`config.mk`:
```
export PLATFORM = sky130hd
export DESIGN_NAME = pcFlags
export DESIGN_NICKNAME = d
export VERILOG_FILES = /design/src/logic/ks10Pkg.sv /design/src/logic/pcFlags.sv
export SDC_FILE = /design/constraint.sdc
export NUM_CORES = 1
export LEC_CHECK = 0
export BUFFER_PORTS_ARGS = -buffer_cell sky130_fd_sc_hd__buf_2
export CAP_MARGIN = 20
export CORE_AREA = 3 3 47 49
export CTS_CLUSTER_DIAMETER = 120
export DETAILED_ROUTE_END_ITERATION = 16
export DIE_AREA = 0 0 50 52
export PLACE_DENSITY_LB_ADDON = 0.15
export SYNTH_ARGS = -nofsm -noshare
export SYNTH_HDL_FRONTEND = slang
export SYNTH_SLANG_ARGS = --single-unit
```
`constraint.sdc`:
```
create_clock -name clk -period 0.9 [get_ports clk]
set_input_delay 0.18 -clock clk [delete_from_list [all_inputs] [get_ports clk]]
set_output_delay 0.18 -clock clk [all_outputs]
set_load 0.03 [all_outputs]
```
`src/logic/ks10Pkg.sv`:
```
/* KS-10 Dispatch Definitions */

package ks10Pkg;

   ////////////////////
   // Widths
   ////////////////////

   // Micro address width
   localparam int UADDR_W = 12;
   // Next instruction dispatch width, merged into low micro address bits
   localparam int NI_W = 4;

   ////////////////////
   // PC flags, bits 0 to 17
   ////////////////////

   // First field is bit 0, the most significant
   typedef struct packed {
      logic       aro;      // Arithmetic overflow
      logic       cy0;      // Carry 0
      logic       cy1;      // Carry 1
      logic       fov;      // Floating overflow
      logic       fpd;      // First part done
      logic       user;     // User mode
      logic       userIo;   // User I/O
      logic       pcu;      // Previous context user
      logic       spare8;
      logic       trap2;    // Bit 9
      logic       trap1;    // Bit 10
      logic       fxu;      // Floating underflow
      logic       ndv;      // No divide
      logic [0:4] rsvd;     // Bits 13 to 17
   } pcFlagsT;

   ////////////////////
   // APR flags, bits 22 to 35
   ////////////////////

   typedef struct packed {
      logic       trapEn;   // Bit 22
      logic [0:7] intEn;    // Interrupt enables, bits 23 to 30
      logic [0:4] rsvd;     // Bits 31 to 35
   } aprFlagsT;

   // Dispatch word, fetch bit on top
   typedef struct packed {
      logic       fetch;
      logic [2:0] code;
   } niDispT;

   typedef logic [UADDR_W-1:0] uAddrT;

   ////////////////////
   // Dispatch codes
   ////////////////////

   localparam logic [2:0] NI_TRAP3  = 3'o1;
   localparam logic [2:0] NI_TRAP2  = 3'o2;
   localparam logic [2:0] NI_TRAP1  = 3'o3;
   localparam logic [2:0] NI_HALT   = 3'o5;
   localparam logic [2:0] NI_NORMAL = 3'o7;

   // Micro PC after reset
   localparam uAddrT RESET_UADDR = '0;

endpackage

```
`src/logic/pcFlags.sv`:
```
/* PC Flag Register */

`timescale 1ns/1ps

module pcFlags
(
   input  logic             clk,
   input  logic             arstN,
   input  logic             setTrap1,
   input  logic             setTrap2,
   input  logic             trapClear,
   input  logic             pcLoad,
   input  ks10Pkg::pcFlagsT pcLoadData,
   output ks10Pkg::pcFlagsT pcFlagsQ
);

   import ks10Pkg::*;

   pcFlagsT flagsNext;

   ////////////////////
   // Next state
   ////////////////////

   // Load, then clear, then set
   always_comb
   begin
      flagsNext = pcFlagsQ;
      if (pcLoad)
      begin
         // Whole word replaced
         flagsNext = pcLoadData;
      end
      else if (trapClear)
      begin
         // Trap taken by the microsequencer
         flagsNext.trap1 = 1'b0;
         flagsNext.trap2 = 1'b0;
      end
      else
      begin
         if (setTrap1)
         begin
            flagsNext.trap1 = 1'b1;
         end
         if (setTrap2)
         begin
            flagsNext.trap2 = 1'b1;
         end
      end
   end

   // Flag register
   always_ff @(posedge clk or negedge arstN)
   begin
      if (!arstN)
      begin
         pcFlagsQ <= '0;
      end
      else
      begin
         pcFlagsQ <= flagsNext;
      end
   end

   // Clear with nothing competing empties both trap bits
   assert property (@(posedge clk) disable iff (!arstN)
      (trapClear && !pcLoad && !setTrap1 && !setTrap2)
      |=> (!pcFlagsQ.trap1 && !pcFlagsQ.trap2))
      else $error("pcFlags: trap bits survived a trap clear");

endmodule

```
======== After elaboration in Yosys (flattened, before gate mapping) ========
Index checks and enable logic that the tools add are counted.
cells by class
  add/subtract/negate cells ............... 0
  multipliers ............................. 0
  div/mod/pow operators ................... 0
  magnitude comparators ................... 0
  eq/ne operators ......................... 0
  shifts and indexed selects .............. 0
  multiplexer cells ....................... 4
  bitwise gates (word level) .............. 0
  reductions and logical operators ........ 2
operators with widths
  operator            number
  $reduce_bool A3 Y1  2
  $mux W2             2
  $mux W1             2
storage, ports and cells
  register bits after elaboration ......... 18
  latch bits .............................. 0
  RAM bits ................................ 0
  bits in read-only memories .............. 0
  bits of input ports ..................... 24
  output and inout port bits .............. 18
  word-level logic and storage cells ...... 20
  memories kept ........................... 0

======== Logic depth before layout (Yosys ltp) ========
  word-level depth ........................ 3
  depth in mapped cells ................... 3
  depth with buffers taken out ............ 2

======== Worst setup path after synthesis ========
Ideal clock, no wire load.
  kind .................................... register to register
  from .................................... register pcFlagsQ[10] (netlist name)
  to ...................................... register pcFlagsQ[10] (netlist bit)
  library setup time ...................... 125 ps
  data arrival time ....................... 764 ps
  required time ........................... 775 ps
  slack ................................... 11 ps
  cell stages (with the launch flop) ...... 2
  buffers on the path ..................... 0
  clock period less this slack ............ 889 ps
  cell sequence ........................... dfrtp_1 > mux2_4
RTL lines
  item                    line           source
  end signal: assignment  pcFlags.sv:62  pcFlagsQ <= flagsNext;
  end: declaration        pcFlags.sv:14  output ks10Pkg::pcFlagsT pcFlagsQ

======== Worst setup path after layout ========
  from .................................... register pcFlagsQ[3] (netlist bit)
  to ...................................... output pcFlagsQ[3] (netlist bit)
No word-level cell between the ends.

==> impl_metrics.ini <==
[synthesis]
share_of_synthesized_area_occupied_by_flip_flops_and_latches_pct = 60.6
synthFlopType = sky130_fd_sc_hd__dfrtp_1
synthMostInstantiatedCell = sky130_fd_sc_hd__dfrtp_1
syn-mean-instance-area_um2 = 17.7
ys_warn_count = 0
syn_inst = 42
asyncSetResetFlopFracSynth_pct = 100
ys_types = 6
synth-seq-cells = 18
synth_area_um2 = 743
synth_top_cell_by_area = sky130_fd_sc_hd__dfrtp_1
synth_top_area_share_pct = 60.6
synth_common_cells = sky130_fd_sc_hd__dfrtp_1, sky130_fd_sc_hd__mux2_4
post_synth_main_area_contributors = sky130_fd_sc_hd__dfrtp_1, sky130_fd_sc_hd__mux2_4, sky130_fd_sc_hd__buf_6, sky130_fd_sc_hd__o31ai_1, sky130_fd_sc_hd__nand2_1
synth_fp_nets = 66
number_of_synthesized_flops_with_an_enable_pin = 0

[power_and_ir_drop]
leakage_nw = 0.658
pwr_density_cell_nw_per_um2 = 1670
peakVddDrop_mv = 0.796

[setup_path]
path_delay_family = flip-flops
critical_path.startpoint = pcFlagsQ[3]$_DFFE_PN0P_
timing.critical_path.required_ps = 720
reg2reg_from = pcFlagsQ[13]$_DFFE_PN0P_
arrival_ps = 850
r2r_end = pcFlagsQ[13]$_DFFE_PN0P_
crit_path_kind = flip-flop to primary output
slowest_delay_ps = 420
path_cells = buf_6
worst_setup_path_endpoint = pcFlagsQ[3]
worst-path-max-fanout = 2
timing.critical_path.slowest_stage_cell = sky130_fd_sc_hd__dfrtp_1
ff2ff_setup_slack_ps = 0
worst_setup_path_end_kind = primary output
worstSetupStartpointType = flip-flop
worst-path-buf-inv = 1
cp.depth = 1
worstRegToRegCells = 2

[timing]
max_slew.worst_pin.slew_ps = 393
finalWorstSetupSlack_ps = -132
drv_slew = 0
slew_headroom_pct = 73.8
period_minus_slack_ps = 1030
report.final.hold_viol_count = 0
finClkSkew_ps = 0
maxClockFrequency_ghz = 0.969
report.final.setup_viol = 20
setup_total_negative_slack_ps = -2110
finalCritPeriodShare_pct = 115
rsz0062_at_grt = yes

[route]
drt_via_density = 4.38
drt-initial-drc-count = 2
dr_total_vias = 552
drt-pass1-iter-count = 4
wl_um = 1610
route.antenna.remaining_nets = 0
route.detailed.drc = 0
routedWlPerCell_um = 12.8

[floorplan]
fp.dieArea_um2 = 2600
die_width_um = 50
rows = 16
design.core.area_um2 = 1900
num_io_pins = 42
die_height_um = 52
floorplan.initialDensity_pct = 39.1

[global_route]
overflow = 0
grt_max_degree = 19
grt_use_total_pct = 13.8
global_route_wire_length_before_repair_um = 2660
grt_antenna_before_repair = 0
number_of_global_route_vias_before_repair = 570

[layout]
layout-area-overhead-vs-synth_pct = 69.5
fin_nets = 124
layout-drive-gt1-share_pct = 74.7
largest_reg_flops = 18
top_register = pcFlagsQ
n_antenna_cell = 0
top_flop_regs = pcFlagsQ x18
num-fill-cells = 139
final_core_util_pct = 66.3

[clocking]
clkLatencyLatePin_ps = 280
cts-htree-levels = 1
cts_bufs_inserted = 3
cts.path.max_buffers = 2
cts_tree = done
clkTransAtPathRegs_ps = 100
cts_sinks = 18
cts_root_buf = sky130_fd_sc_hd__clkbuf_4

[placed_design]
gpl.final_weighted_congestion = 0.675
estimated_wirelength_of_the_detail_placed_design_um = 1110
portBuffers = 41

[run]
maxCapViolations = 0

[status]
status = finished with violations
violations = setup timing

[hold_path]
hold_path_class = input pin to flip-flop
-- how the worst min path moves through the flow --
stage | startpoint | to | slack [ps] | cells past startpoint
6_report | trapClear | pcFlagsQ[7]$_DFFE_PN0P_ | 80 | 2
5_1_grt | trapClear | pcFlagsQ[7]$_DFFE_PN0P_ | 80 | 2
4_1_cts | trapClear | pcFlagsQ[7]$_DFFE_PN0P_ | 60 | 2
3_5_place_dp | arstN | pcFlagsQ[3]$_DFFE_PN0P_ | 140 | 1
3_3_place_gp | arstN | pcFlagsQ[3]$_DFFE_PN0P_ | 120 | 1
2_1_floorplan | arstN | pcFlagsQ[0]$_DFFE_PN0P_ | -120 | 0
-- where the power goes --
part | switching [W] | total (W) | internal, W
registers | 0.0000627 | 0.000951 | 0.000888
logic | 0.000288 | 0.000672 | 0.000384
clock network | 0.000240 | 0.000486 | 0.000246
-- stage by stage --
stage / total power [W] / hold WS [ps] / area (um2) / std cells / worst slack [ps]
6_report: 0.00211 / 79.2 / 1260 / 126 / -132
5_1_grt: 0.00222 / 79.2 / 1260 / 126 / -173
2_1_floorplan: 0.00126 / -116 / 743 / 42 / 11.3
4_1_cts: 0.00212 / 59.1 / 1230 / 124 / -149
3_3_place_gp: 0.00143 / 125 / 1000 / 110 / 5.95
3_5_place_dp: 0.00144 / 135 / 1000 / 110 / -6.79
-- cell usage in the layout (no fill, tap or decap) --
cell type                       netlist  layout
sky130_fd_sc_hd__buf_6                2      23
sky130_fd_sc_hd__buf_4                0       6
sky130_fd_sc_hd__mux2_4              16      16
sky130_fd_sc_hd__dfrtp_1             18      18
sky130_fd_sc_hd__dlygate4sd3_1        0       1
sky130_fd_sc_hd__nor2_1               2       2
sky130_fd_sc_hd__nand2_1              2       2
sky130_fd_sc_hd__clkbuf_8             0       1
sky130_fd_sc_hd__clkbuf_4             0       3
sky130_fd_sc_hd__buf_12               0       2
sky130_fd_sc_hd__o31ai_1              2       2
sky130_fd_sc_hd__buf_2                0      23
-- timing repair --
action                                  4_1_cts  5_1_grt
gates resized for setup                      36        5
hold buffers                                  1        0
endpoints found under the setup margin       18       27
hold endpoints to repair                     18        0
setup buffers                                 9        2
-- area by class of cell --
class / count / area (um2) / share of cell area, %
multi-input combinational: 22 / 270 / 21.4
clock buffer: 4 / 36.3 / 2.88
sequential: 18 / 450 / 35.7
timing repair buffer: 55 / 469 / 37.2
tap: 27 / 33.8 / 2.68
-- kinds of logic (layout without fill, tap and decap cells) --
family                 count (synthesis)  after routing  synth area share (%)
muxes                                 16             16                  32.3
and+or+nand+nor                        4              4                  2.02
buffers and inverters                  2             59                  3.03
DFF                                   18             18                  60.6
AOI/OAI and AO/OA                      2              2                  2.02
-- worst register-to-register path: stages (launching register included) --
cell and delay, ps:
sky130_fd_sc_hd__dfrtp_1 410, sky130_fd_sc_hd__buf_4 140, sky130_fd_sc_hd__mux2_4 250
-- layer usage --
metal | up-vias | global-route usage [%] | part of all wire (%)
li1 | 260 | - | -
met1 | 264 | 20.2 | 47
met2 | 28 | 19.1 | 46
met3 | 0 | 3.44 | 7.2
met4 | 0 | 5.53 | 0
met5 | - | 0 | 0
Power figures use the tool's default switching activity.
