--- src/logic/ks10Pkg.sv ---
/* KS-10 Dispatch Definitions */

package ks10Pkg;

   ////////////////////
   // Widths
   ////////////////////

   // Micro address width
   localparam int UADDR_W = 12;
   // Next instruction dispatch width, merged into low micro address bits
   localparam int NI_W = 4;

   ////////////////////
   // PC flags, bits 0 to 17
   ////////////////////

   // First field is bit 0, the most significant
   typedef struct packed {
      logic       aro;      // Arithmetic overflow
      logic       cy0;      // Carry 0
      logic       cy1;      // Carry 1
      logic       fov;      // Floating overflow
      logic       fpd;      // First part done
      logic       user;     // User mode
      logic       userIo;   // User I/O
      logic       pcu;      // Previous context user
      logic       spare8;
      logic       trap2;    // Bit 9
      logic       trap1;    // Bit 10
      logic       fxu;      // Floating underflow
      logic       ndv;      // No divide
      logic [0:4] rsvd;     // Bits 13 to 17
   } pcFlagsT;

   ////////////////////
   // APR flags, bits 22 to 35
   ////////////////////

   typedef struct packed {
      logic       trapEn;   // Bit 22
      logic [0:7] intEn;    // Interrupt enables, bits 23 to 30
      logic [0:4] rsvd;     // Bits 31 to 35
   } aprFlagsT;

   // Dispatch word, fetch bit on top
   typedef struct packed {
      logic       fetch;
      logic [2:0] code;
   } niDispT;

   typedef logic [UADDR_W-1:0] uAddrT;

   ////////////////////
   // Dispatch codes
   ////////////////////

   localparam logic [2:0] NI_TRAP3  = 3'o1;
   localparam logic [2:0] NI_TRAP2  = 3'o2;
   localparam logic [2:0] NI_TRAP1  = 3'o3;
   localparam logic [2:0] NI_HALT   = 3'o5;
   localparam logic [2:0] NI_NORMAL = 3'o7;

   // Micro PC after reset
   localparam uAddrT RESET_UADDR = '0;

endpackage

--- src/logic/aprFlags.sv ---
/* APR Flag Register */

`timescale 1ns/1ps

module aprFlags
(
   input  logic              clk,
   input  logic              arstN,
   input  logic              aprWrite,
   input  ks10Pkg::aprFlagsT aprSetMask,
   input  ks10Pkg::aprFlagsT aprClrMask,
   output ks10Pkg::aprFlagsT aprFlagsQ
);

   import ks10Pkg::*;

   aprFlagsT flagsNext;
   aprFlagsT bothMask;

   ////////////////////
   // Mask write
   ////////////////////

   // Clear beats set on a shared bit
   always_comb
   begin
      flagsNext = aprFlagsQ;
      if (aprWrite)
      begin
         flagsNext = (aprFlagsQ | aprSetMask) & ~aprClrMask;
      end
   end

   // Bits named in both masks
   assign bothMask = aprSetMask & aprClrMask;

   // Flag register
   always_ff @(posedge clk or negedge arstN)
   begin
      if (!arstN)
      begin
         aprFlagsQ <= '0;
      end
      else
      begin
         aprFlagsQ <= flagsNext;
      end
   end

   // A bit in both masks reads zero after the write
   assert property (@(posedge clk) disable iff (!arstN)
      aprWrite |=> ((aprFlagsQ & $past(bothMask)) == '0))
      else $error("aprFlags: set won over clear");

endmodule

--- config.mk ---
export PLATFORM = sky130hd
export DESIGN_NAME = aprFlags
export DESIGN_NICKNAME = d
export VERILOG_FILES = /design/src/logic/ks10Pkg.sv /design/src/logic/aprFlags.sv
export SDC_FILE = /design/constraint.sdc
export NUM_CORES = 1
export LEC_CHECK = 0
export BUFFER_PORTS_ARGS = -buffer_cell sky130_fd_sc_hd__buf_2
export CORE_UTILIZATION = 37
export DETAILED_ROUTE_END_ITERATION = 16
export HOLD_SLACK_MARGIN = 0.08
export PLACE_DENSITY_LB_ADDON = 0.08
export SLEW_MARGIN = 20
export SYNTH_ARGS = -nofsm -noshare
export SYNTH_HDL_FRONTEND = slang
export SYNTH_SLANG_ARGS = --single-unit
--- constraint.sdc ---
create_clock -name clk -period 0.94 [get_ports clk]
set_clock_uncertainty 0.05 [all_clocks]
set_input_delay 0.235 -clock clk [delete_from_list [all_inputs] [get_ports clk]]
set_output_delay 0.235 -clock clk [all_outputs]
set_load 0.01 [all_outputs]
# Word level (Yosys, flattened, before mapping)
# Cells that the tools add are included.
[classes]
addsub = 0
n_lt_le_gt_ge = 0
n_div = 0
n_bitwise = 3
n_eq_ne = 0
shift = 0
n_mux = 0
multipliers = 0
n_reduce_logical = 0
[op_table]
columns = ["operator", "count"]
rows = [
  ["AND 14 bit", 1],
  ["NOT 14 bit", 1],
  ["bitwise OR 14 bit", 1],
]
[totals]
memories = 0
in_bits = 31
elab_cells = 6
latch_bits = 0
ram_bits = 0
regBits = 14
out_inout_bits = 14
romBits = 0

# Logic depth before layout (Yosys ltp)
[depth]
word_depth = 2
ltp_mapped = 4
depth_no_buf = 2

# Least setup slack after synthesis
# Ideal clock, no wire load.
[synth_timing]
path_kind = "input-to-reg"
from = "input aprWrite"
to = "register aprFlagsQ[2] (netlist name)"
required_ns = 0.771
setup_ns = 0.119
n_path_buf = 2
t_arrival_ns = 0.651
cell_stages = 4
setup_slack_ns = 0.121
cell_sequence = "buf_6 > buf_12 > a21oi_2 > a21oi_2"
[synth_lines]
columns = ["item", "line_no", "rtl"]
rows = [
  ["start: declaration", "aprFlags.sv:9", "input logic aprWrite,"],
  ["end signal: assignment", "aprFlags.sv:46", "aprFlagsQ <= flagsNext;"],
  ["end: declaration", "aprFlags.sv:12", "output ks10Pkg::aprFlagsT aprFlagsQ"],
]

# Final worst setup path
[layout_timing]
from = "register aprFlagsQ[7] (netlist name)"
to = "output aprFlagsQ[7] (netlist name)"
# No word-level cell between the ends.

==> out/summary.log <==
INFO  outcome        outcome=finished, violations left
INFO  outcome        failed_checks=negative setup slack
INFO  die            die_x=41.5um
INFO  timing         max_slew_violations=0
INFO  yosys          yosys.area.top_type=sky130_fd_sc_hd__dfrtp_1
INFO  timing         min_period=1.10ns
INFO  setup_path     wp_buf_inv=1
INFO  finish         n_antenna_cell=0
INFO  finish         max_ffs_per_register=14
INFO  place          finalWeightedCongestion=0.702
INFO  place          hpwlAfterDp=865um
INFO  power          seq_power_share=45.5%
INFO  clocking       max-clock-path-buffers=2
INFO  finish         biggestRegsByFlops=aprFlagsQ x14
INFO  yosys          xor_xnor_fraction_of_synth_area=0%
INFO  finish         layout.area.seq=350squm
INFO  die            dieArea=1720squm
INFO  power          combinationalPowerShare=26.8%
INFO  die            ioPinCount=45
INFO  yosys          yosys.area_share.adder=0%
INFO  clocking       cts_tree=yes
INFO  timing         timing.final.ws_setup=-0.162ns
INFO  finish         layout.core_utilization=76.2%
INFO  die            floorplan.die.height=41.5um
INFO  yosys          yosysTopAreaCellShare=60.6%
INFO  finish         mostFrequentLayoutCells=sky130_fd_sc_hd__buf_2, sky130_fd_sc_hd__a21oi_1, sky130_fd_sc_hd__dlygate4sd3_1, sky130_fd_sc_hd__dfrtp_1, sky130_fd_sc_hd__a21oi_2
INFO  finish         num-fill-cells=93
INFO  timing         hold_viol=0
INFO  place          placement_stage_cell_area=815squm
INFO  yosys          synthMuxAreaShare=0%
INFO  finish         stdcell_area=1050squm
INFO  timing         tightest_slew=0.320ns
INFO  power          netSwitchingPower=0.409mW
INFO  clocking       post_cts_repair_resize_count=0
INFO  place          dp_slack=0.0424ns
INFO  setup_path     crit_family=flip-flops
INFO  yosys          syn-num-nets=76
INFO  yosys          netlist_area=578squm
INFO  yosys          synth_sequential_area_ratio=60.6%
INFO  detailed_routing drt_iter0_drc=5
INFO  worst_hold_path hold_path.class=in2reg
INFO  detailed_routing route.antenna.remaining_nets=0
INFO  yosys          synth_cell_types=5
INFO  clocking       clk_pin_slew_worst_paths=0.09ns
INFO  finish         drive_gt1_share=60.5%
INFO  grt            antenna_violations_before_repair=0
INFO  yosys          synth_cells=45
INFO  detailed_routing routed_via_density=4.75
INFO  setup_path     crit_path_cell_trace=buf_2
INFO  yosys          yosysWarningCount=0
INFO  detailed_routing dr.pass1.iters=4
INFO  die            start_util=41.8%
INFO  power          worst_ir_drop_vdd=0.000940V
INFO  grt            grt_max_degree=15
INFO  finish         area_growth_syn_to_layout=82.3%
INFO  power          power.density=1470nW/um^2
INFO  setup_path     setup.worst_path.class=reg2out
INFO  grt            grt.total_usage=20.1%
INFO  finish         finalNetCount=146
INFO  detailed_routing avgRoutedWirePerCell=11.8um
INFO  yosys          post_synth_and_or_nand_nor_area_fraction=0%
INFO  clocking       cts_root_buf=sky130_fd_sc_hd__clkbuf_4
INFO  detailed_routing vias=613
INFO  run            max-cap-violations=0
INFO  power          power_leakage=0.529nW
INFO  setup_path     cpMaxStageDelayCell=sky130_fd_sc_hd__dfrtp_1
INFO  setup_path     slowest_delay=0.40ns
INFO  yosys          ys_ff_latch=14
INFO  timing         timing.final.crit_share=117%
INFO  finish         registers.top_by_ff_count=aprFlagsQ
INFO  clocking       cts_h_tree_lvls=1
INFO  place          portBuffers=44
INFO  detailed_routing totalWireLength=1520um
INFO  yosys          synth_compound_gate_area_share=32.0%
INFO  die            placement_rows=13
INFO  finish         multi_input_gate_area_in_the_final_layout=185squm
INFO  setup_path     crit_arrival=0.82ns
INFO  setup_path     startpoint_type=flip-flop
INFO  power          p_sw_share=26.4%
INFO  clocking       clock_insertion_delay_worst_skew=0.27ns
INFO  yosys          ys_top_cells_by_area=sky130_fd_sc_hd__dfrtp_1, sky130_fd_sc_hd__a21oi_2, sky130_fd_sc_hd__a21oi_1
INFO  timing         normalized_max_slew_margin=78.7%
INFO  timing         rsz_0062_raised_after_global_routing=true
INFO  setup_path     cp-end-kind=output pin
INFO  grt            globalRouteOverflowTotal=0
INFO  die            fp.coreArea=1380squm
INFO  power          post_layout_power=1.55mW
INFO  clocking       total_cts_buffers=3
INFO  detailed_routing remaining_drc_errors=0
INFO  setup_path     highest_net_fanout_along_the_worst_path=2
INFO  setup_path     timing.critical_path.required=0.65ns
INFO  clocking       clock-sinks=14
INFO  timing         finalSetupViolCount=15
INFO  power          cell_internal_power_dissipation=1.14mW
INFO  yosys          synth_top_family_by_area=compound AO/OA/AOI/OAI gates
INFO  power          power_frac_clock=27.6%
INFO  timing         max_clock_freq=0.908GHz
INFO  yosys          avgSynthCellArea=12.8squm
INFO  finish         mostFrequentLayoutCell=sky130_fd_sc_hd__buf_2
INFO  grt            grt_pass1_vias=628
INFO  grt            grt_first_pass_wirelength=2590um
routing by layer:
| metal | track usage, % | vias up | wire length, um |
|---|---|---|---|
| li1 | - | 299 | - |
| met1 | 21.9 | 275 | 601 |
| met2 | 35.3 | 35 | 772 |
| met3 | 5.22 | 4 | 106 |
| met4 | 10.3 | 0 | 40 |
| met5 | 0 | - | 0 |
worst register-to-register path, delay by kind of cell, from the launching register on:
family          cells  cell delay [ns]
compound gates      2             0.15
flops               1             0.40
buf+inv             2             0.25
final cells by class:
cell class | instances | share of cell area, %
Timing Repair Buffer | 68 | 43.9
Tap cell | 15 | 1.78
Clock buffer | 4 | 3.44
Sequential cell | 14 | 33.3
Multi-Input combinational cell | 28 | 17.6
power by group through the flow:
| stage | logic (mW) | clock network (mW) | registers [mW] |
|---|---|---|---|
| after floorplan | 0.115 | 0 | 0.756 |
| after global placement | 0.308 | 0 | 0.720 |
| after detailed placement | 0.311 | 0 | 0.720 |
| after CTS | 0.397 | 0.449 | 0.705 |
| after global routing | 0.456 | 0.472 | 0.715 |
| final | 0.416 | 0.428 | 0.706 |
logic make-up (layout without fill, tap and decap cells):
logic type | after synthesis | after routing
AO/OA/AOI/OAI | 28 | 28
buffers and inverters | 3 | 72
flip-flops | 14 | 14
path summary, 6_finish.rpt:
check                           slack (ns)     startpoint             to  cells past startpoint
min in group asynchronous             0.35          arstN   aprFlagsQ[2]                      2
max in group asynchronous             0.24          arstN  aprFlagsQ[13]                      2
worst min register to register        0.48  aprFlagsQ[13]  aprFlagsQ[13]                      2
worst max-delay path                 -0.16   aprFlagsQ[7]   aprFlagsQ[7]                      1
worst min-delay path                  0.15  aprSetMask[7]   aprFlagsQ[7]                      3
worst max register to register       -0.01   aprFlagsQ[7]   aprFlagsQ[7]                      4
per-stage QoR:
stage | hold WS [ns] | std cells | TNS [ns]
global placement | 0.0954 | 103 | 0
detailed placement | 0.0976 | 103 | 0
finish | 0.155 | 129 | -2.03
global route | 0.151 | 129 | -2.62
floorplan | -0.111 | 45 | 0
CTS | 0.143 | 127 | -2.18
cells in the mapped netlist:
master / instances
sky130_fd_sc_hd__a21oi_1: 16
sky130_fd_sc_hd__a21oi_2: 12
sky130_fd_sc_hd__buf_6: 2
sky130_fd_sc_hd__buf_12: 1
sky130_fd_sc_hd__dfrtp_1: 14
repair_timing:
item                                   4_1_cts  5_1_grt
setup endpoints to repair                   14       14
setup buffers                                5        2
endpoints found under the hold margin       28        0
hold buffers                                15        0
Note: power is estimated with default switching activity, not from simulation.
