--- config.mk ---
export PLATFORM = sky130hd
export DESIGN_NAME = microSeq
export DESIGN_NICKNAME = d
export VERILOG_FILES = /design/src/logic/ks10Pkg.sv /design/src/logic/microSeq.sv
export SDC_FILE = /design/constraint.sdc
export NUM_CORES = 1
export LEC_CHECK = 0
export BUFFER_PORTS_ARGS = -buffer_cell sky130_fd_sc_hd__buf_4
export CAP_MARGIN = 10
export CORE_AREA = 10 10 47 49
export CTS_BUF_LIST = sky130_fd_sc_hd__clkbuf_16
export CTS_CLUSTER_SIZE = 30
export DETAILED_ROUTE_END_ITERATION = 6
export DIE_AREA = 0 0 57 59
export PLACE_DENSITY = 0.6
export RECOVER_POWER = 50
export SLEW_MARGIN = 15
export SYNTH_ARGS = -nofsm -noshare
export SYNTH_HDL_FRONTEND = slang
export SYNTH_SLANG_ARGS = --single-unit
--- constraint.sdc ---
create_clock -name clk -period 0.8 [get_ports clk]
set_input_delay 0.16 -clock clk [delete_from_list [all_inputs] [get_ports clk]]
set_output_delay 0.16 -clock clk [all_outputs]
set_load 0.005 [all_outputs]
--- src/logic/ks10Pkg.sv ---
/* KS-10 Dispatch Definitions */

package ks10Pkg;

   ////////////////////
   // Widths
   ////////////////////

   // Micro address width
   localparam int UADDR_W = 12;
   // Next instruction dispatch width, merged into low micro address bits
   localparam int NI_W = 4;

   ////////////////////
   // PC flags, bits 0 to 17
   ////////////////////

   // First field is bit 0, the most significant
   typedef struct packed {
      logic       aro;      // Arithmetic overflow
      logic       cy0;      // Carry 0
      logic       cy1;      // Carry 1
      logic       fov;      // Floating overflow
      logic       fpd;      // First part done
      logic       user;     // User mode
      logic       userIo;   // User I/O
      logic       pcu;      // Previous context user
      logic       spare8;
      logic       trap2;    // Bit 9
      logic       trap1;    // Bit 10
      logic       fxu;      // Floating underflow
      logic       ndv;      // No divide
      logic [0:4] rsvd;     // Bits 13 to 17
   } pcFlagsT;

   ////////////////////
   // APR flags, bits 22 to 35
   ////////////////////

   typedef struct packed {
      logic       trapEn;   // Bit 22
      logic [0:7] intEn;    // Interrupt enables, bits 23 to 30
      logic [0:4] rsvd;     // Bits 31 to 35
   } aprFlagsT;

   // Dispatch word, fetch bit on top
   typedef struct packed {
      logic       fetch;
      logic [2:0] code;
   } niDispT;

   typedef logic [UADDR_W-1:0] uAddrT;

   ////////////////////
   // Dispatch codes
   ////////////////////

   localparam logic [2:0] NI_TRAP3  = 3'o1;
   localparam logic [2:0] NI_TRAP2  = 3'o2;
   localparam logic [2:0] NI_TRAP1  = 3'o3;
   localparam logic [2:0] NI_HALT   = 3'o5;
   localparam logic [2:0] NI_NORMAL = 3'o7;

   // Micro PC after reset
   localparam uAddrT RESET_UADDR = '0;

endpackage

--- src/logic/microSeq.sv ---
/* Micro PC Sequencer */

`timescale 1ns/1ps

module microSeq
(
   input  logic            clk,
   input  logic            arstN,
   input  logic            dispatchReq,
   input  ks10Pkg::uAddrT  jumpAddr,
   input  ks10Pkg::niDispT dispNi,
   output ks10Pkg::uAddrT  uPc,
   output logic            trapTaken
);

   import ks10Pkg::*;

   uAddrT uPcNext;
   logic  trapCode;
   logic  trapDisp;

   ////////////////////
   // Address merge
   ////////////////////

   // Dispatch ORs the code into the low bits of the jump
   always_comb
   begin
      uPcNext = jumpAddr;
      if (dispatchReq)
      begin
         uPcNext[NI_W-1:0] = jumpAddr[NI_W-1:0] | dispNi;
      end
   end

   // Any of the three trap codes
   assign trapCode = (dispNi.code == NI_TRAP3) ||
                     (dispNi.code == NI_TRAP2) ||
                     (dispNi.code == NI_TRAP1);

   // Only a dispatch actually takes the trap
   assign trapDisp = dispatchReq & trapCode;

   // Micro PC and trap pulse
   always_ff @(posedge clk or negedge arstN)
   begin
      if (!arstN)
      begin
         uPc       <= RESET_UADDR;
         trapTaken <= 1'b0;
      end
      else
      begin
         uPc       <= uPcNext;
         // Feeds the trap clear in the PC flags
         trapTaken <= trapDisp;
      end
   end

   // Back to back trap pulses need back to back dispatches
   assert property (@(posedge clk) disable iff (!arstN)
      (trapTaken && $past(trapTaken))
      |-> ($past(dispatchReq) && $past(dispatchReq, 2)))
      else $error("microSeq: trapTaken stretched without dispatch");

endmodule

### Word level (Yosys, flattened, before mapping)

Cells that the tools add are included.

* equal/unequal tests: 3
* mux-type cells: 1
* bitwise logic cells: 2
* reductions and logical operators: 2

Operator list (number)
* 3-bit by 2-bit equality test with 1-bit output (second input constant): 2
* 4-bit 2-to-1 mux: 1
* 4-bit OR: 1
* 3-bit by 1-bit equality test with 1-bit output (second input constant): 1
* 1-bit logical OR: 2
* 1-bit AND: 1

* flip-flop bits (word level): 13
* bits of input ports: 19
* output and inout bits: 13
* logic and storage cells: 10

### Longest topological paths before layout

Gate-level depths: netlist of run 1.

* depth in word-level cells: 4
* depth in mapped cells: 2
* gate-level depth less buffers: 2

### Worst setup path after synthesis of run 1

No wires, ideal clock.

* path kind: register to output
* start point: register trapTaken
* end point: output trapTaken
* data arrival time: 349 ps
* path slack: 291 ps
* stages on the path, launching flop included: 1
* buffers on the path: 0
* cell sequence: dfrtp_1

RTL lines
* from (decl): line microSeq.sv:13 `output logic trapTaken`
* from (signal assigned): line microSeq.sv:56 `trapTaken <= trapDisp;`

No word-level cell between the ends.

### Final worst setup path of run 1

* start point: register uPc[0]
* end point: output uPc[0]

RTL lines
* from (decl): line microSeq.sv:12 `output ks10Pkg::uAddrT uPc,`
* from (signal assigned): line microSeq.sv:54 `uPc <= uPcNext;`

No word-level cell between the ends.

==> impl_metrics.yaml, run 1 <==
outcome:
  status: "finished with violations"
  violations: "negative setup slack"
layout:
  fin_nets: 75
  seqCellArea_um2: 325
  nFillCells: 118
  fin_cells: 71
  num_antenna_cells: 0
  multi_input_area_um2: 46.3
  area_growth_pct: 101
  drive_gt1_frac: 0.673
  fin_util: 0.541
  layout_common_cells: "13 x buf_6, 13 x dfrtp_1, 9 x buf_4"
min_path:
  hp-start: "jumpAddr[9]"
  hold_depth: 1
  hold_end: "uPc[9]"
  hold_path.class: "input pin to flip-flop"
logic_synthesis:
  synth_cell_types: 4
  seq_area_frac_synth: 0.864
  synth-seq-cells: 13
  synth.avg_cell_area_um2: 19.8
  yosys_warnings: 0
  synth_nets: 38
  syn_inst: 19
  syn-cell-area_um2: 377
detailed_routing:
  wl_per_cell_um: 16.7
  drt_iter0_markers: 1
  drc_errors: 0
  drt_wl_total_um: 1190
  via_per_inst: 4.37
  vias: 310
  first_pass_iters: 2
  ant_nets: 0
clocking:
  clk_path_buf_depth: 2
  cts.sinks: 13
  post_cts.repair.setup_buffers: 0
  clock-root-buffer: "clkbuf_16"
  cts-htree-levels: 1
  cts_made_buffers: 3
  clk_pin_slew_ns: 0.04
  tritoncts: "done"
timing:
  timing.slew.headroom: 0.867
  finalCriticalPeriod_ns: 0.884
  final-hold-violation-count: 0
  worstMarginPinSlew_ns: 0.200
  drv_slew: 0
  fmax_ghz: 1.13
  finalCritPeriodShare: 1.11
  setup_viol_count_final: 13
  rsz0062_at_grt: "true"
  worst_slack_ns: -0.0845
floorplanning:
  dieArea_um2: 3360
  io_pins: 32
  start_util: 0.269
  rows: 14
  core_area_um2: 1400
  die_h_um: 59
  dieWidth_um: 57
critical_path:
  crit_family: "flip-flops"
  arrival_ns: 0.72
  cp_cell_sequence: "buf_6"
  critical_path_buf_inv_count: 1
  critPathMaxFanout: 1
  cp_slowest_cell: "dfrtp_1"
  required_ns: 0.64
  critical_path_depth: 1
  crit_path_end_kind: "primary output"
  start_kind: "flip-flop"
  path_class: "flip-flop to primary output"
  slowest_delay_ns: 0.37
global_route:
  antenna_found_initial: 0
  grt_pass1_wl_um: 1970
  gr-total-overflow: 0
  grt_usage: 0.0808
  grt_pass1_vias: 390
  grt_max_degree: 14
job:
  drv_cap: 0
place:
  routabilityCongestion: 0.661
  dp_hpwl_um: 1000
  port_buffers: 31
  dp_cells: 66
power_and_ir_drop:
  vdd_drop_max_uv: 1440
  p_leak_nw: 0.381
  powerDensity_nw_per_um2: 2370
## where the power goes
part	leakage (nW)	internal, mW	switching (mW)	total, mW
sequential	0.150	0.696	0.0163	0.713
clock	0.0423	0.656	0.242	0.898
combinational	0.188	0.130	0.0556	0.186
## what timing repair did
item,CTS,global route
hold buffers,1,0
resized for setup,13,0
endpoints found under the hold margin,13,0
setup endpoints to repair,13,13
## worst max path at each step
stage | end | startpoint | slack [ns]
after detailed placement | uPc[7] | uPc[7] | 0.16
after global placement | uPc[7] | uPc[7] | 0.16
after global routing | uPc[0] | uPc[0] | -0.11
final | uPc[0] | uPc[0] | -0.08
after CTS | uPc[10] | uPc[10] | -0.09
after floorplan | trapTaken | trapTaken | 0.29
## area by class of cell
| cell class | instances | area share |
|---|---|---|
| repair buffers | 32 | 0.380 |
| clock buffers | 3 | 0.0990 |
| multi-input cells | 6 | 0.0611 |
| flip-flops and latches | 13 | 0.429 |
| clock inverters | 1 | 0.00495 |
| well taps | 16 | 0.0264 |
## through the flow
step           TNS [ns]  setup WS (ns)  hold slack (ns)  power (mW)  cell area (µm²)
2_1_floorplan         0          0.291           -0.136       0.737              377
3_5_place_dp          0          0.156           0.0112       0.887              629
3_3_place_gp          0          0.165           0.0123       0.884              629
6_report         -0.997        -0.0845           0.0516        1.80              758
5_1_grt           -1.29         -0.105           0.0471        1.88              758
4_1_cts           -1.09        -0.0933           0.0268        1.84              767
## metal layers
metal | GRT usage | part of all wire
met5 | 0 | 0
met4 | 0.0604 | 0.029
met3 | 0.0880 | 0.24
met2 | 0.107 | 0.37
met1 | 0.0696 | 0.36
## cell usage after synthesis
library cell	count	area, µm²
a21o_2	4	35.0
nor3b_2	1	12.5
dfrtp_1	13	325
nor2_1	1	3.75
## state kept, by name (all words and copies together) (netlist names)
name       flops
trapTaken      1
uPc           12
## logic make-up after synthesis
| family | synth area share |
|---|---|
| flip-flops | 0.864 |
| AO/OA/AOI/OAI | 0.0930 |
| AND/OR/NAND/NOR | 0.0432 |
Note: power is estimated with default switching activity, not from simulation.
==> inputs of run 2 (changes only) <==
Settings changed: GPL_TIMING_DRIVEN from default to 0, RECOVER_POWER 50 to default.
==> run 2 against run 1 <==
  * The flow still finishes with violations (negative setup slack)
  * Wire length shrank 0.84%
  * Maximum frequency decreased by 0.42%
  * Critical path depth stayed put
  * Global-route usage is 0.35 points lower
  * Non-clock buffer count unchanged
  * Die area unchanged
  * Via count is 0.97% lower
  * Clock-buffer cell count did not move
  * Combinational power increased by 3%
==> impl_metrics.yaml, run 2 (synthesized netlist as in run 1, its figures left out) <==
floorplanning:
  start_util: 0.269
  die_h_um: 59
  dieWidth_um: 57
  dieArea_um2: 3360
  core_area_um2: 1400
  io_pins: 32
  rows: 14
global_route:
  grt_pass1_wl_um: 1950
  grt_usage: 0.0773
  gr-total-overflow: 0
  grt_pass1_vias: 370
  antenna_found_initial: 0
  grt_max_degree: 14
outcome:
  status: "finished with violations"
  violations: "negative setup slack"
timing:
  rsz0062_at_grt: "true"
  setup_viol_count_final: 13
  finalCritPeriodShare: 1.11
  worst_slack_ns: -0.0882
  worstMarginPinSlew_ns: 0.159
  final-hold-violation-count: 0
  drv_slew: 0
  tns_ns: -1.00
  fmax_ghz: 1.13
  timing.slew.headroom: 0.894
  finalCriticalPeriod_ns: 0.888
detailed_routing:
  wl_per_cell_um: 16.5
  drc_errors: 0
  drt_iter0_markers: 0
  drt_wl_total_um: 1180
  ant_nets: 0
  via_per_inst: 4.32
  first_pass_iters: 1
  vias: 307
critical_path:
  critPathMaxFanout: 1
  cp_slowest_cell: "dfrtp_1"
  arrival_ns: 0.73
  critical_path_buf_inv_count: 1
  critPathLaunch: "uPc[0]"
  slowest_delay_ns: 0.37
  cp_cell_sequence: "buf_6"
  crit_end: "uPc[0]"
  start_kind: "flip-flop"
  crit_path_end_kind: "primary output"
  path_class: "flip-flop to primary output"
  required_ns: 0.64
  crit_family: "flip-flops"
  critical_path_depth: 1
layout:
  layout_commonest_cell: "buf_4"
  drive_gt1_frac: 0.709
  finalInstanceArea_um2: 767
  num_antenna_cells: 0
  layout_common_cells: "18 x buf_4, 13 x buf_6, 13 x dfrtp_1"
  area_growth_pct: 104
  largest_reg_flops: 12
  reg.largest.list: "uPc (12), trapTaken (1)"
  nFillCells: 121
  fin_nets: 75
  fin_cells: 71
  regMostFlops: "uPc"
power_and_ir_drop:
  p_sw_mw: 0.311
  powerDensity_nw_per_um2: 2340
  p_int_mw: 1.49
  p_comb_frac: 0.106
  vdd_drop_max_uv: 1490
  p_clk_frac: 0.497
  seqPwrFrac: 0.397
  netSwitchingFraction: 0.173
  p_leak_nw: 0.388
place:
  dp_cells: 66
  routabilityCongestion: 0.638
  postPlaceCellArea_um2: 629
  port_buffers: 31
clocking:
  cts_made_buffers: 3
  post_cts.repair.setup_buffers: 0
  clk_path_buf_depth: 2
  cts.sinks: 13
  clock-root-buffer: "clkbuf_16"
  cts-htree-levels: 1
  clk_pin_slew_ns: 0.04
  tritoncts: "done"
job:
  drv_cap: 0
min_path:
  hold_path.class: "input pin to flip-flop"
## run 2: cell count changes in the layout (fill, tap and decap cells not counted)
| cell | before | now |
|---|---|---|
| clkbuf_4 | 8 | 0 |
| clkbuf_1 | 1 | 0 |
| buf_4 | 9 | 18 |
| nor3b_2 | 0 | 1 |
| nor3b_1 | 1 | 0 |
## run 2: layer usage
| metal | part of all wire | vias to the layer above | GRT usage |
|---|---|---|---|
| li1 | - | 133 | - |
| met3 | 0.24 | 2 | 0.0773 |
| met5 | 0 | - | 0 |
| met1 | 0.39 | 133 | 0.0757 |
| met4 | 0.021 | 0 | 0.0503 |
| met2 | 0.34 | 39 | 0.0992 |
## run 2: area by class of cell
class	count	area [µm²]	share of cell area
Clock buffer	3	75.1	0.0979
Sequential cell	13	325	0.424
Clock inverter	1	3.75	0.00489
Multi-Input combinational cell	6	51.3	0.0669
Tap cell	16	20.0	0.0261
Timing Repair Buffer	32	292	0.380
## run 2: how the worst min path moves through the flow
| stage | depth (start not counted) | from | to |
|---|---|---|---|
| after floorplan | 0 | arstN | trapTaken |
| after global placement | 1 | arstN | uPc[9] |
| after detailed placement | 1 | arstN | uPc[9] |
| after CTS | 1 | jumpAddr[8] | uPc[8] |
| after global routing | 1 | jumpAddr[4] | uPc[4] |
| final | 1 | jumpAddr[8] | uPc[8] |
## run 2: per-stage QoR
stage	power, mW	setup slack, ns	util	hold slack [ns]
after global routing	1.87	-0.117	0.547	0.0267
after detailed placement	0.887	0.145	0.449	0.00928
after global placement	0.891	0.144	0.449	0.00534
after floorplan	0.737	0.291	-	-0.136
after CTS	1.83	-0.103	0.547	0.0290
final	1.80	-0.0882	0.547	0.0313
## run 2: power by group through the flow
stage	clock [mW]	sequential [mW]	combinational, mW
after detailed placement	0	0.716	0.172
final	0.894	0.713	0.191
after global routing	0.945	0.716	0.212
after global placement	0	0.719	0.172
after CTS	0.917	0.714	0.197
after floorplan	0	0.720	0.0169
## run 2: repair_timing
action | CTS | global route
resized for setup | 13 | 0
hold buffers | 1 | 0
hold endpoints to repair | 13 | 0
endpoints found under the setup margin | 13 | 13
